**src/verilog/cpu_settings.svh**
```systemverilog
`ifndef CPU_SETTINGS_SVH
`define CPU_SETTINGS_SVH

// Data and address width
`define CPU_WIDTH 8

`define CPU_SP_RESET 8'hF0

// Opcode register content out of reset
`define CPU_NOP_BYTE 8'hFE

// Bit positions in FLAGS
// Bits 5 to 7 stay zero
`define CPU_FLAG_CARRY     0
`define CPU_FLAG_ZERO      1
`define CPU_FLAG_SIGN      2
`define CPU_FLAG_OVERFLOW  3
`define CPU_FLAG_UNDERFLOW 4

`endif

```
**src/verilog/cpu_pkg.sv**
```systemverilog
`default_nettype none

`include "cpu_settings.svh"

package cpu_pkg;

  typedef logic [`CPU_WIDTH-1:0] word_t;

  typedef enum logic [2:0] {
    RESET_STAGE,
    FETCH_OPERATION,
    DECODE,
    FETCH_OPERANDS,
    EXECUTE,
    WRITE_REGISTER,
    WRITE_MEMORY,
    HALTED
  } stage_t;

  // Illegal bytes decode to HLT
  typedef enum logic [2:0] {MOV, ADD, CMP, JMP, NOP, HLT} opcode_t;

  typedef enum logic [2:0] {UNUSED, REG_A, REG_SP, IMM, ADDRESS_IMM} operand_t;

  typedef enum logic [1:0] {MEMORY_STAY, MEMORY_READ, MEMORY_WRITE} mem_ctrl_t;

  // MOV, ADD, CMP layout
  typedef struct packed {
    logic [1:0] cls;
    logic [2:0] dst;
    logic [2:0] src;
  } two_op_t;

  // Class 11 layout
  typedef struct packed {
    logic [1:0] cls;
    logic [2:0] group;
    logic [2:0] sel;
  } misc_t;

  typedef union packed {
    two_op_t two_op;
    misc_t   misc;
  } instr_u;

endpackage

`default_nettype wire

```
**src/verilog/sequencer.sv**
```systemverilog
`default_nettype none

module sequencer import cpu_pkg::*; (
  input    logic     CLOCK
  , input  logic     RESET
  , input  logic     fetch_done
  , input  logic     store_done
  , input  opcode_t  decode_ope
  , input  operand_t decode_dst
  , output stage_t   stage
  , output logic     halted
);

  stage_t next_stage;

  always_comb begin
    case (stage)
      RESET_STAGE:     next_stage = FETCH_OPERATION;
      FETCH_OPERATION: next_stage = fetch_done ? DECODE : FETCH_OPERATION;
      DECODE:          next_stage = FETCH_OPERANDS;
      FETCH_OPERANDS:  next_stage = fetch_done ? EXECUTE : FETCH_OPERANDS;
      EXECUTE:         next_stage = (decode_ope == HLT) ? HALTED : WRITE_REGISTER;
      WRITE_REGISTER: begin
        // CMP never stores its result
        if ((decode_dst == ADDRESS_IMM) && (decode_ope != CMP)) begin
          next_stage = WRITE_MEMORY;
        end else begin
          next_stage = FETCH_OPERATION;
        end
      end
      WRITE_MEMORY:    next_stage = store_done ? FETCH_OPERATION : WRITE_MEMORY;
      default:         next_stage = HALTED;
    endcase
  end

  always_ff @(posedge CLOCK) begin
    if (RESET) begin
      stage <= RESET_STAGE;
    end else begin
      stage <= next_stage;
    end
  end

  // Parked until the next reset
  assign halted = (stage == HALTED);

  // Only one RESET_STAGE cycle per reset
  a_no_reset_stage: assert property (
    @(posedge CLOCK) disable iff (RESET)
    ($past(RESET) == 1'b0) |-> (stage != RESET_STAGE)
  );

endmodule

`default_nettype wire

```
**src/verilog/operand_fetch.sv**
```systemverilog
`default_nettype none

`include "cpu_settings.svh"

module operand_fetch import cpu_pkg::*; (
  input    logic     CLOCK
  , input  logic     RESET
  , input  stage_t   stage
  , input  word_t    read_bus
  , input  opcode_t  decode_ope
  , input  operand_t decode_src
  , input  operand_t decode_dst
  , output logic     fetch_done
  , output word_t    opcode_byte
  , output word_t    imm
  , output word_t    mem_src
  , output word_t    mem_dst
  , output word_t    dst_addr
  , output word_t    read_addr
  , output logic     reading
);

  localparam logic [2:0] STEP_NONE     = 3'd0;
  localparam logic [2:0] STEP_IMM      = 3'd1;
  localparam logic [2:0] STEP_SRC_ADDR = 3'd2;
  localparam logic [2:0] STEP_SRC_DATA = 3'd3;
  localparam logic [2:0] STEP_DST_ADDR = 3'd4;
  localparam logic [2:0] STEP_DST_DATA = 3'd5;

  word_t      ip;
  word_t      src_addr;
  logic       phase;
  logic       capture;
  logic       operand_stage;
  logic       advance_ip;
  logic [2:0] step;
  logic [2:0] dst_first;
  logic [2:0] first_step;
  logic [2:0] cur_step;
  logic [2:0] next_step;

  assign operand_stage = (stage == FETCH_OPERANDS);

  // First read is chosen straight from the decoded modes, no idle cycle
  always_comb begin
    dst_first = (decode_dst == ADDRESS_IMM) ? STEP_DST_ADDR : STEP_NONE;
    case (decode_src)
      IMM:         first_step = STEP_IMM;
      ADDRESS_IMM: first_step = STEP_SRC_ADDR;
      default:     first_step = dst_first;
    endcase
    if (!operand_stage) begin
      cur_step = STEP_NONE;
    end else if (step == STEP_NONE) begin
      cur_step = first_step;
    end else begin
      cur_step = step;
    end
    case (cur_step)
      STEP_SRC_ADDR:           next_step = STEP_SRC_DATA;
      STEP_DST_ADDR:           next_step = STEP_DST_DATA;
      STEP_IMM, STEP_SRC_DATA: next_step = dst_first;
      default:                 next_step = STEP_NONE;
    endcase
    case (cur_step)
      STEP_SRC_DATA: read_addr = src_addr;
      STEP_DST_DATA: read_addr = dst_addr;
      default:       read_addr = ip;
    endcase
  end

  assign reading = (stage == FETCH_OPERATION) || (cur_step != STEP_NONE);
  assign capture = reading && phase;

  assign fetch_done = ((stage == FETCH_OPERATION) && phase) ||
                      (operand_stage && ((cur_step == STEP_NONE) ||
                                         (phase && (next_step == STEP_NONE))));

  // Opcode and in-line bytes move the pointer, data reads do not
  assign advance_ip = capture && ((stage == FETCH_OPERATION) ||
                                  (cur_step == STEP_IMM) ||
                                  (cur_step == STEP_SRC_ADDR) ||
                                  (cur_step == STEP_DST_ADDR));

  always_ff @(posedge CLOCK) begin
    if (RESET) begin
      phase       <= 1'b0;
      step        <= STEP_NONE;
      ip          <= '0;
      opcode_byte <= `CPU_NOP_BYTE;
    end else begin
      phase <= reading && !phase;
      if (capture && operand_stage) begin
        step <= next_step;
      end
      if (capture && (stage == FETCH_OPERATION)) begin
        opcode_byte <= read_bus;
      end
      if (advance_ip) begin
        ip <= ip + 1'b1;
      end else if ((stage == EXECUTE) && (decode_ope == JMP)) begin
        ip <= ip + imm;
      end
    end
  end

  always_ff @(posedge CLOCK) begin
    if (capture) begin
      case (cur_step)
        STEP_IMM:      imm      <= read_bus;
        STEP_SRC_ADDR: src_addr <= read_bus;
        STEP_SRC_DATA: mem_src  <= read_bus;
        STEP_DST_ADDR: dst_addr <= read_bus;
        STEP_DST_DATA: mem_dst  <= read_bus;
        default: begin
        end
      endcase
    end
  end

  // Memory must answer within the two-cycle read
  a_read_known: assert property (
    @(posedge CLOCK) disable iff (RESET)
    capture |-> !$isunknown(read_bus)
  );

endmodule

`default_nettype wire

```
**src/verilog/decoder.sv**
```systemverilog
`default_nettype none

module decoder import cpu_pkg::*; (
  input    logic     CLOCK
  , input  logic     RESET
  , input  stage_t   stage
  , input  word_t    opcode_byte
  , output opcode_t  decode_ope
  , output operand_t decode_src
  , output operand_t decode_dst
);

  instr_u   ins;
  opcode_t  next_ope;
  operand_t next_src;
  operand_t next_dst;
  operand_t field_src;
  operand_t field_dst;

  // 001 and 101 are illegal
  function automatic operand_t field_mode(input logic [2:0] field);
    case (field)
      3'b000:         field_mode = REG_A;
      3'b100:         field_mode = REG_SP;
      3'b011, 3'b111: field_mode = IMM;
      3'b010, 3'b110: field_mode = ADDRESS_IMM;
      default:        field_mode = UNUSED;
    endcase
  endfunction

  assign ins = opcode_byte;

  always_comb begin
    field_src = field_mode(ins.two_op.src);
    field_dst = field_mode(ins.two_op.dst);
    next_ope  = HLT;
    next_src  = UNUSED;
    next_dst  = UNUSED;
    if (ins.two_op.cls != 2'b11) begin
      if ((field_src != UNUSED) && (field_dst != UNUSED) && (field_dst != IMM)) begin
        case (ins.two_op.cls)
          2'b00:   next_ope = MOV;
          2'b01:   next_ope = ADD;
          default: next_ope = CMP;
        endcase
        next_src = field_src;
        next_dst = field_dst;
      end
    end else if ((ins.misc.group == 3'b010) && (ins.misc.sel == 3'b000)) begin
      next_ope = JMP;
      next_src = IMM;
    end else if ((ins.misc.group == 3'b111) && (ins.misc.sel == 3'b110)) begin
      next_ope = NOP;
    end
  end

  always_ff @(posedge CLOCK) begin
    if (RESET) begin
      decode_ope <= NOP;
      decode_src <= UNUSED;
      decode_dst <= UNUSED;
    end else if (stage == DECODE) begin
      decode_ope <= next_ope;
      decode_src <= next_src;
      decode_dst <= next_dst;
    end
  end

endmodule

`default_nettype wire

```
**src/verilog/execute_unit.sv**
```systemverilog
`default_nettype none

`include "cpu_settings.svh"

module execute_unit import cpu_pkg::*; (
  input    logic     CLOCK
  , input  logic     RESET
  , input  stage_t   stage
  , input  opcode_t  decode_ope
  , input  operand_t decode_src
  , input  operand_t decode_dst
  , input  word_t    imm
  , input  word_t    mem_src
  , input  word_t    mem_dst
  , output word_t    register_a
  , output word_t    register_sp
  , output word_t    register_flag
  , output word_t    result
);

  word_t               src;
  word_t               dst;
  word_t               neg_src;
  word_t               flag_word;
  word_t               pending_flag;
  logic [`CPU_WIDTH:0] sum_u;
  logic [`CPU_WIDTH:0] sum_s;
  logic [`CPU_WIDTH:0] ext_src;
  logic [`CPU_WIDTH:0] ext_dst;
  logic                writes_reg;

  always_comb begin
    case (decode_src)
      REG_A:       src = register_a;
      REG_SP:      src = register_sp;
      IMM:         src = imm;
      ADDRESS_IMM: src = mem_src;
      default:     src = '0;
    endcase
    case (decode_dst)
      REG_A:       dst = register_a;
      REG_SP:      dst = register_sp;
      ADDRESS_IMM: dst = mem_dst;
      default:     dst = '0;
    endcase
  end

  // Unsigned sum for carry, sign-extended sum for overflow
  assign neg_src = ~src + 1'b1;
  assign ext_src = {src[`CPU_WIDTH-1], src};
  assign ext_dst = {dst[`CPU_WIDTH-1], dst};

  always_comb begin
    if (decode_ope == CMP) begin
      sum_u = {1'b0, dst} + {1'b0, neg_src};
      sum_s = ext_dst - ext_src;
    end else begin
      sum_u = {1'b0, dst} + {1'b0, src};
      sum_s = ext_dst + ext_src;
    end
    flag_word = '0;
    flag_word[`CPU_FLAG_CARRY]     = sum_u[`CPU_WIDTH];
    flag_word[`CPU_FLAG_ZERO]      = ~|sum_u[`CPU_WIDTH-1:0];
    flag_word[`CPU_FLAG_SIGN]      = sum_u[`CPU_WIDTH-1];
    flag_word[`CPU_FLAG_OVERFLOW]  = !sum_s[`CPU_WIDTH] && sum_s[`CPU_WIDTH-1];
    flag_word[`CPU_FLAG_UNDERFLOW] = sum_s[`CPU_WIDTH] && !sum_s[`CPU_WIDTH-1];
  end

  always_ff @(posedge CLOCK) begin
    if (stage == EXECUTE) begin
      case (decode_ope)
        MOV:     result <= src;
        ADD:     result <= sum_u[`CPU_WIDTH-1:0];
        default: begin
        end
      endcase
      if ((decode_ope == ADD) || (decode_ope == CMP)) begin
        pending_flag <= flag_word;
      end else begin
        pending_flag <= register_flag;
      end
    end
  end

  assign writes_reg = (stage == WRITE_REGISTER) && ((decode_ope == MOV) || (decode_ope == ADD));

  always_ff @(posedge CLOCK) begin
    if (RESET) begin
      register_a    <= '0;
      register_sp   <= `CPU_SP_RESET;
      register_flag <= '0;
    end else begin
      if (writes_reg && (decode_dst == REG_A)) begin
        register_a <= result;
      end
      if (writes_reg && (decode_dst == REG_SP)) begin
        register_sp <= result;
      end
      if (stage == WRITE_REGISTER) begin
        register_flag <= pending_flag;
      end
    end
  end

endmodule

`default_nettype wire

```
**src/verilog/bus_master.sv**
```systemverilog
`default_nettype none

module bus_master import cpu_pkg::*; (
  input    logic      CLOCK
  , input  logic      RESET
  , input  stage_t    stage
  , input  word_t     read_addr
  , input  logic      reading
  , input  word_t     dst_addr
  , input  word_t     result
  , output word_t     addr_bus
  , output word_t     write_bus
  , output mem_ctrl_t ctrl_bus
  , output logic      store_done
);

  always_comb begin
    if (reading) begin
      addr_bus = read_addr;
      ctrl_bus = MEMORY_READ;
    end else if (stage == WRITE_MEMORY) begin
      addr_bus = dst_addr;
      ctrl_bus = MEMORY_WRITE;
    end else begin
      addr_bus = '0;
      ctrl_bus = MEMORY_STAY;
    end
  end

  // Single-cycle store
  assign store_done = (stage == WRITE_MEMORY);

  // Loaded one cycle ahead so data is valid with MEMORY_WRITE
  always_ff @(posedge CLOCK) begin
    if (RESET) begin
      write_bus <= '0;
    end else if (stage == WRITE_REGISTER) begin
      write_bus <= result;
    end
  end

  a_write_in_store: assert property (
    @(posedge CLOCK) disable iff (RESET)
    (ctrl_bus == MEMORY_WRITE) |->
      ((stage == WRITE_MEMORY) && ($past(stage) == WRITE_REGISTER))
  );

endmodule

`default_nettype wire

```
**src/verilog/cpu.sv**
```systemverilog
`default_nettype none

module cpu import cpu_pkg::*; (
  input    logic      CLOCK
  , input  logic      RESET
  , input  word_t     read_bus
  , output word_t     addr_bus
  , output word_t     write_bus
  , output word_t     acc
  , output word_t     flags
  , output mem_ctrl_t ctrl_bus
  , output logic      halted
);

  stage_t   stage;
  logic     fetch_done;
  logic     store_done;
  logic     reading;
  word_t    opcode_byte;
  word_t    imm;
  word_t    mem_src;
  word_t    mem_dst;
  word_t    dst_addr;
  word_t    read_addr;
  word_t    result;
  opcode_t  decode_ope;
  operand_t decode_src;
  operand_t decode_dst;

  sequencer u_sequencer (
    .CLOCK      (CLOCK),
    .RESET      (RESET),
    .fetch_done (fetch_done),
    .store_done (store_done),
    .decode_ope (decode_ope),
    .decode_dst (decode_dst),
    .stage      (stage),
    .halted     (halted)
  );

  operand_fetch u_operand_fetch (
    .CLOCK       (CLOCK),
    .RESET       (RESET),
    .stage       (stage),
    .read_bus    (read_bus),
    .decode_ope  (decode_ope),
    .decode_src  (decode_src),
    .decode_dst  (decode_dst),
    .fetch_done  (fetch_done),
    .opcode_byte (opcode_byte),
    .imm         (imm),
    .mem_src     (mem_src),
    .mem_dst     (mem_dst),
    .dst_addr    (dst_addr),
    .read_addr   (read_addr),
    .reading     (reading)
  );

  decoder u_decoder (
    .CLOCK       (CLOCK),
    .RESET       (RESET),
    .stage       (stage),
    .opcode_byte (opcode_byte),
    .decode_ope  (decode_ope),
    .decode_src  (decode_src),
    .decode_dst  (decode_dst)
  );

  // SP is internal only
  execute_unit u_execute_unit (
    .CLOCK         (CLOCK),
    .RESET         (RESET),
    .stage         (stage),
    .decode_ope    (decode_ope),
    .decode_src    (decode_src),
    .decode_dst    (decode_dst),
    .imm           (imm),
    .mem_src       (mem_src),
    .mem_dst       (mem_dst),
    .register_a    (acc),
    .register_sp   (),
    .register_flag (flags),
    .result        (result)
  );

  bus_master u_bus_master (
    .CLOCK      (CLOCK),
    .RESET      (RESET),
    .stage      (stage),
    .read_addr  (read_addr),
    .reading    (reading),
    .dst_addr   (dst_addr),
    .result     (result),
    .addr_bus   (addr_bus),
    .write_bus  (write_bus),
    .ctrl_bus   (ctrl_bus),
    .store_done (store_done)
  );

endmodule

`default_nettype wire

```
**config.mk**
```make
export PLATFORM = sky130hd
export DESIGN_NAME = cpu
export DESIGN_NICKNAME = d
export VERILOG_FILES = /design/src/verilog/cpu_pkg.sv /design/src/verilog/sequencer.sv /design/src/verilog/operand_fetch.sv /design/src/verilog/decoder.sv /design/src/verilog/execute_unit.sv /design/src/verilog/bus_master.sv /design/src/verilog/cpu.sv
export VERILOG_INCLUDE_DIRS = /design/src /design/src/verilog
export SDC_FILE = /design/constraint.sdc
export NUM_CORES = 1
export LEC_CHECK = 0
export BUFFER_PORTS_ARGS = -buffer_cell sky130_fd_sc_hd__buf_2
export CAP_MARGIN = 40
export CORE_AREA = 8 8 149 151
export CTS_CLUSTER_DIAMETER = 80
export DETAILED_ROUTE_END_ITERATION = 6
export DIE_AREA = 0 0 157 159
export PLACE_DENSITY_LB_ADDON = 0.12
export SYNTH_ARGS = -nofsm -noshare
export SYNTH_HDL_FRONTEND = slang
export SYNTH_HIERARCHICAL = 1
export SYNTH_SLANG_ARGS = --single-unit
export TNS_END_PERCENT = 5
```
**constraint.sdc**
```tcl
create_clock -name CLOCK -period 11.1 [get_ports CLOCK]
set_input_delay 1.11 -clock CLOCK [delete_from_list [all_inputs] [get_ports CLOCK]]
set_output_delay 1.11 -clock CLOCK [all_outputs]
set_load 0.02 [all_outputs]
```
==> flow_summary.toml <==
[detailed_routing]
first_iter_violations = 347
firstDrtPassIters = 5
postRouteAntennaNets = 0
wire_per_inst_um = 17.8
finalWirelength_mm = 18.2
via_per_inst = 5.25
drc = 0
num_vias = 5379

[synth]
ys_warn_count = 6
synthFlopType = "dfxtp_1"
syn_area_per_cell_um2 = 9.70
synth_top_area_cell = "edfxtp_1"
post-synth-top-area-fraction_pct = 24.8
mappedNetlistArea_mm2 = 0.00678
async_flop_share_pct = 0
synth-seq-area-share_pct = 43.7
synth_enable_flop_cells = 56
syn_nets = 735
synth_seq_cells = 120
synthTopCellsByArea = "edfxtp_1, dfxtp_1, ha_1, mux2i_1, nor2_1"
synth.distinct_cells = 81
syn-instance-count = 699

[worst_setup_path]
cp.arrival_ps = 3320
critPathKind = "flop to output port"
end_kind = "output port"
start_kind = "flop"
cp.required_ps = 9990
critPathMaxFanout = 19

[sta]
relSlewSlack_pct = 44.8
period_minus_slack_ps = 4430
timing.fmax_mhz = 226
hold_violations = 0
clock-skew-final_ps = 8.08
setup_viol = 0
report.final.slew_viol_count = 0
final.setup.worst_slack_ps = 6670
grt_setup_unrepaired = "false"
worstMarginPinSlew_ps = 821
tns_ps = 0
period_share_pct = 39.9

[grt]
grt_pass1_wl_mm = 28.8
gr-total-overflow = 0
grt_max_degree = 76
antenna_found_initial = 0
grt_pass1_vias = 5194
grt_use_total_pct = 14.9

[clock_network]
cts_tree = "yes"
cts_buffers = 17
clk_pin_slew_worst_paths_ps = 60
cts_resized = 0
clock_path_buffers = 2
cts.sinks = 120
ctsHoldBuffers = 0
cts_setup_buffers = 0
root_buffer = "clkbuf_16"
clk_latency_ps = 420
h-tree-depth = 4

[die]
dieHeight_um = 159
coreArea_mm2 = 0.0198
rows = 52
die_area_mm2 = 0.0250
start_util_pct = 34.2
die_x_um = 157
num_io_pins = 45

[flow_run]
maxCapViolations = 0

[placement]
place.gp.congestion = 0.847
pre_cts_ws_ps = 6950
dpl.hpwl_mm = 13.3
io_buffers = 44

[power_and_ir_drop]
leakagePower_nw = 3.15
powerDensity_mw_per_mm2 = 138
peakVddDrop_uv = 99.0

[layout]
layout-drive-gt1-share_pct = 14.0
syn_to_final_growth_pct = 15.7
diodes = 0
final_common_cell = "nor2_1"
nNetsFinal = 778
most-common-layout-cells = "nor2_1, dfxtp_1, edfxtp_1, a21oi_1, nand2_1"

[status]
outcome = "finished clean"

[min_path]
hold_class = "flop to flop"
==> final cells by class <==
class / instances / area (um2)
sequential: 120 / 2960
timing repair buffer: 54 / 293
multi-input combinational: 529 / 3600
tap: 270 / 338
inverter: 20 / 75.1
clock buffer: 20 / 468
fill: 1966 / 12000
clock inverter: 12 / 114
==> sequential cells by signal, indices dropped and copies added, names as in the netlist <==
register,cells
u_execute_unit/register_sp,8
u_operand_fetch/phase,1
u_decoder/decode_ope,3
u_operand_fetch/src_addr,8
u_execute_unit/result,8
u_bus_master/write_bus,8
u_operand_fetch/mem_dst,8
u_decoder/decode_dst,3
u_operand_fetch/opcode_byte,8
u_execute_unit/register_flag,8
u_operand_fetch/step,3
u_execute_unit/pending_flag,8
u_operand_fetch/mem_src,8
u_operand_fetch/dst_addr,8
u_execute_unit/register_a,8
u_operand_fetch/ip,8
u_sequencer/stage,3
u_decoder/decode_src,3
u_operand_fetch/imm,8
==> logic make-up (layout without fill, tap and decap cells) <==
| kind of cell | Yosys count | after routing | share of synthesized area (%) |
|---|---|---|---|
| buf+inv | 50 | 106 | 3.27 |
| simple gates | 275 | 275 | 22.4 |
| mux | 34 | 34 | 5.09 |
| fa+ha+maj | 26 | 26 | 5.02 |
| xor+xnor | 23 | 23 | 3.17 |
| compound gates | 171 | 171 | 17.4 |
| flops | 120 | 120 | 43.7 |
==> worst paths after layout <==
kind / start / to / slack (ps) / cells after the start
setup / recovery: u_decoder/decode_src[2] / addr_bus[2] / 6670 / 9
hold / removal: u_bus_master/write_bus[3] / u_bus_master/write_bus[3] / 470 / 2
setup reg to reg: u_decoder/decode_src[1] / u_operand_fetch/ip[7] / 6910 / 14
hold reg to reg: u_bus_master/write_bus[3] / u_bus_master/write_bus[3] / 470 / 2
==> through the flow <==
step	hold slack, ps	total power, W	area, um2	std cells	util [%]
4_1_cts	477	0.00110	7850	1025	39.6
2_1_floorplan	452	0.000533	6780	699	-
3_3_place_gp	456	0.000550	7240	989	36.5
3_5_place_dp	464	0.000553	7270	993	36.6
6_report	472	0.00108	7850	1025	39.6
5_1_grt	503	0.00112	7850	1025	39.6
==> critical path: stages (launching register included) <==
cell and delay, ps:
dfxtp_1 660, and3b_1 310, nor4_1 280, o21ai_1 200
nor3_2 560, nor2_1 300, a21o_1 240, nand2_1 60
o21ai_0 90, buf_2 190
==> per-layer routing <==
metal,wire (um),vias up,global-route usage (%),share of wire [%]
met1,8610,2612,19.5,47
met5,0,-,0,0
met2,8520,98,23.5,47
met3,808,19,3.61,4.4
li1,-,2650,-,-
met4,293,0,5.11,1.6
==> synth_stat cells (17+ instances only) <==
| master | instances |
|---|---|
| a21oi_1 | 51 |
| inv_1 | 20 |
| clkbuf_1 | 17 |
| nor2b_1 | 18 |
| ha_1 | 24 |
| o21ai_0 | 28 |
| nor2_1 | 71 |
| edfxtp_1 | 56 |
| nand2_1 | 49 |
| mux2i_1 | 30 |
| nand2b_1 | 28 |
| nor3_1 | 18 |
| dfxtp_1 | 64 |
==> where the power goes <==
group	leakage (nW)	switching, W	internal [W]
Combinational	1.84	0.0000396	0.0000282
Clock	0.286	0.000210	0.000329
Sequential	1.03	0.00000919	0.000466
Total	3.15	0.000259	0.000824
No activity file was read; power rests on OpenSTA's default activity.
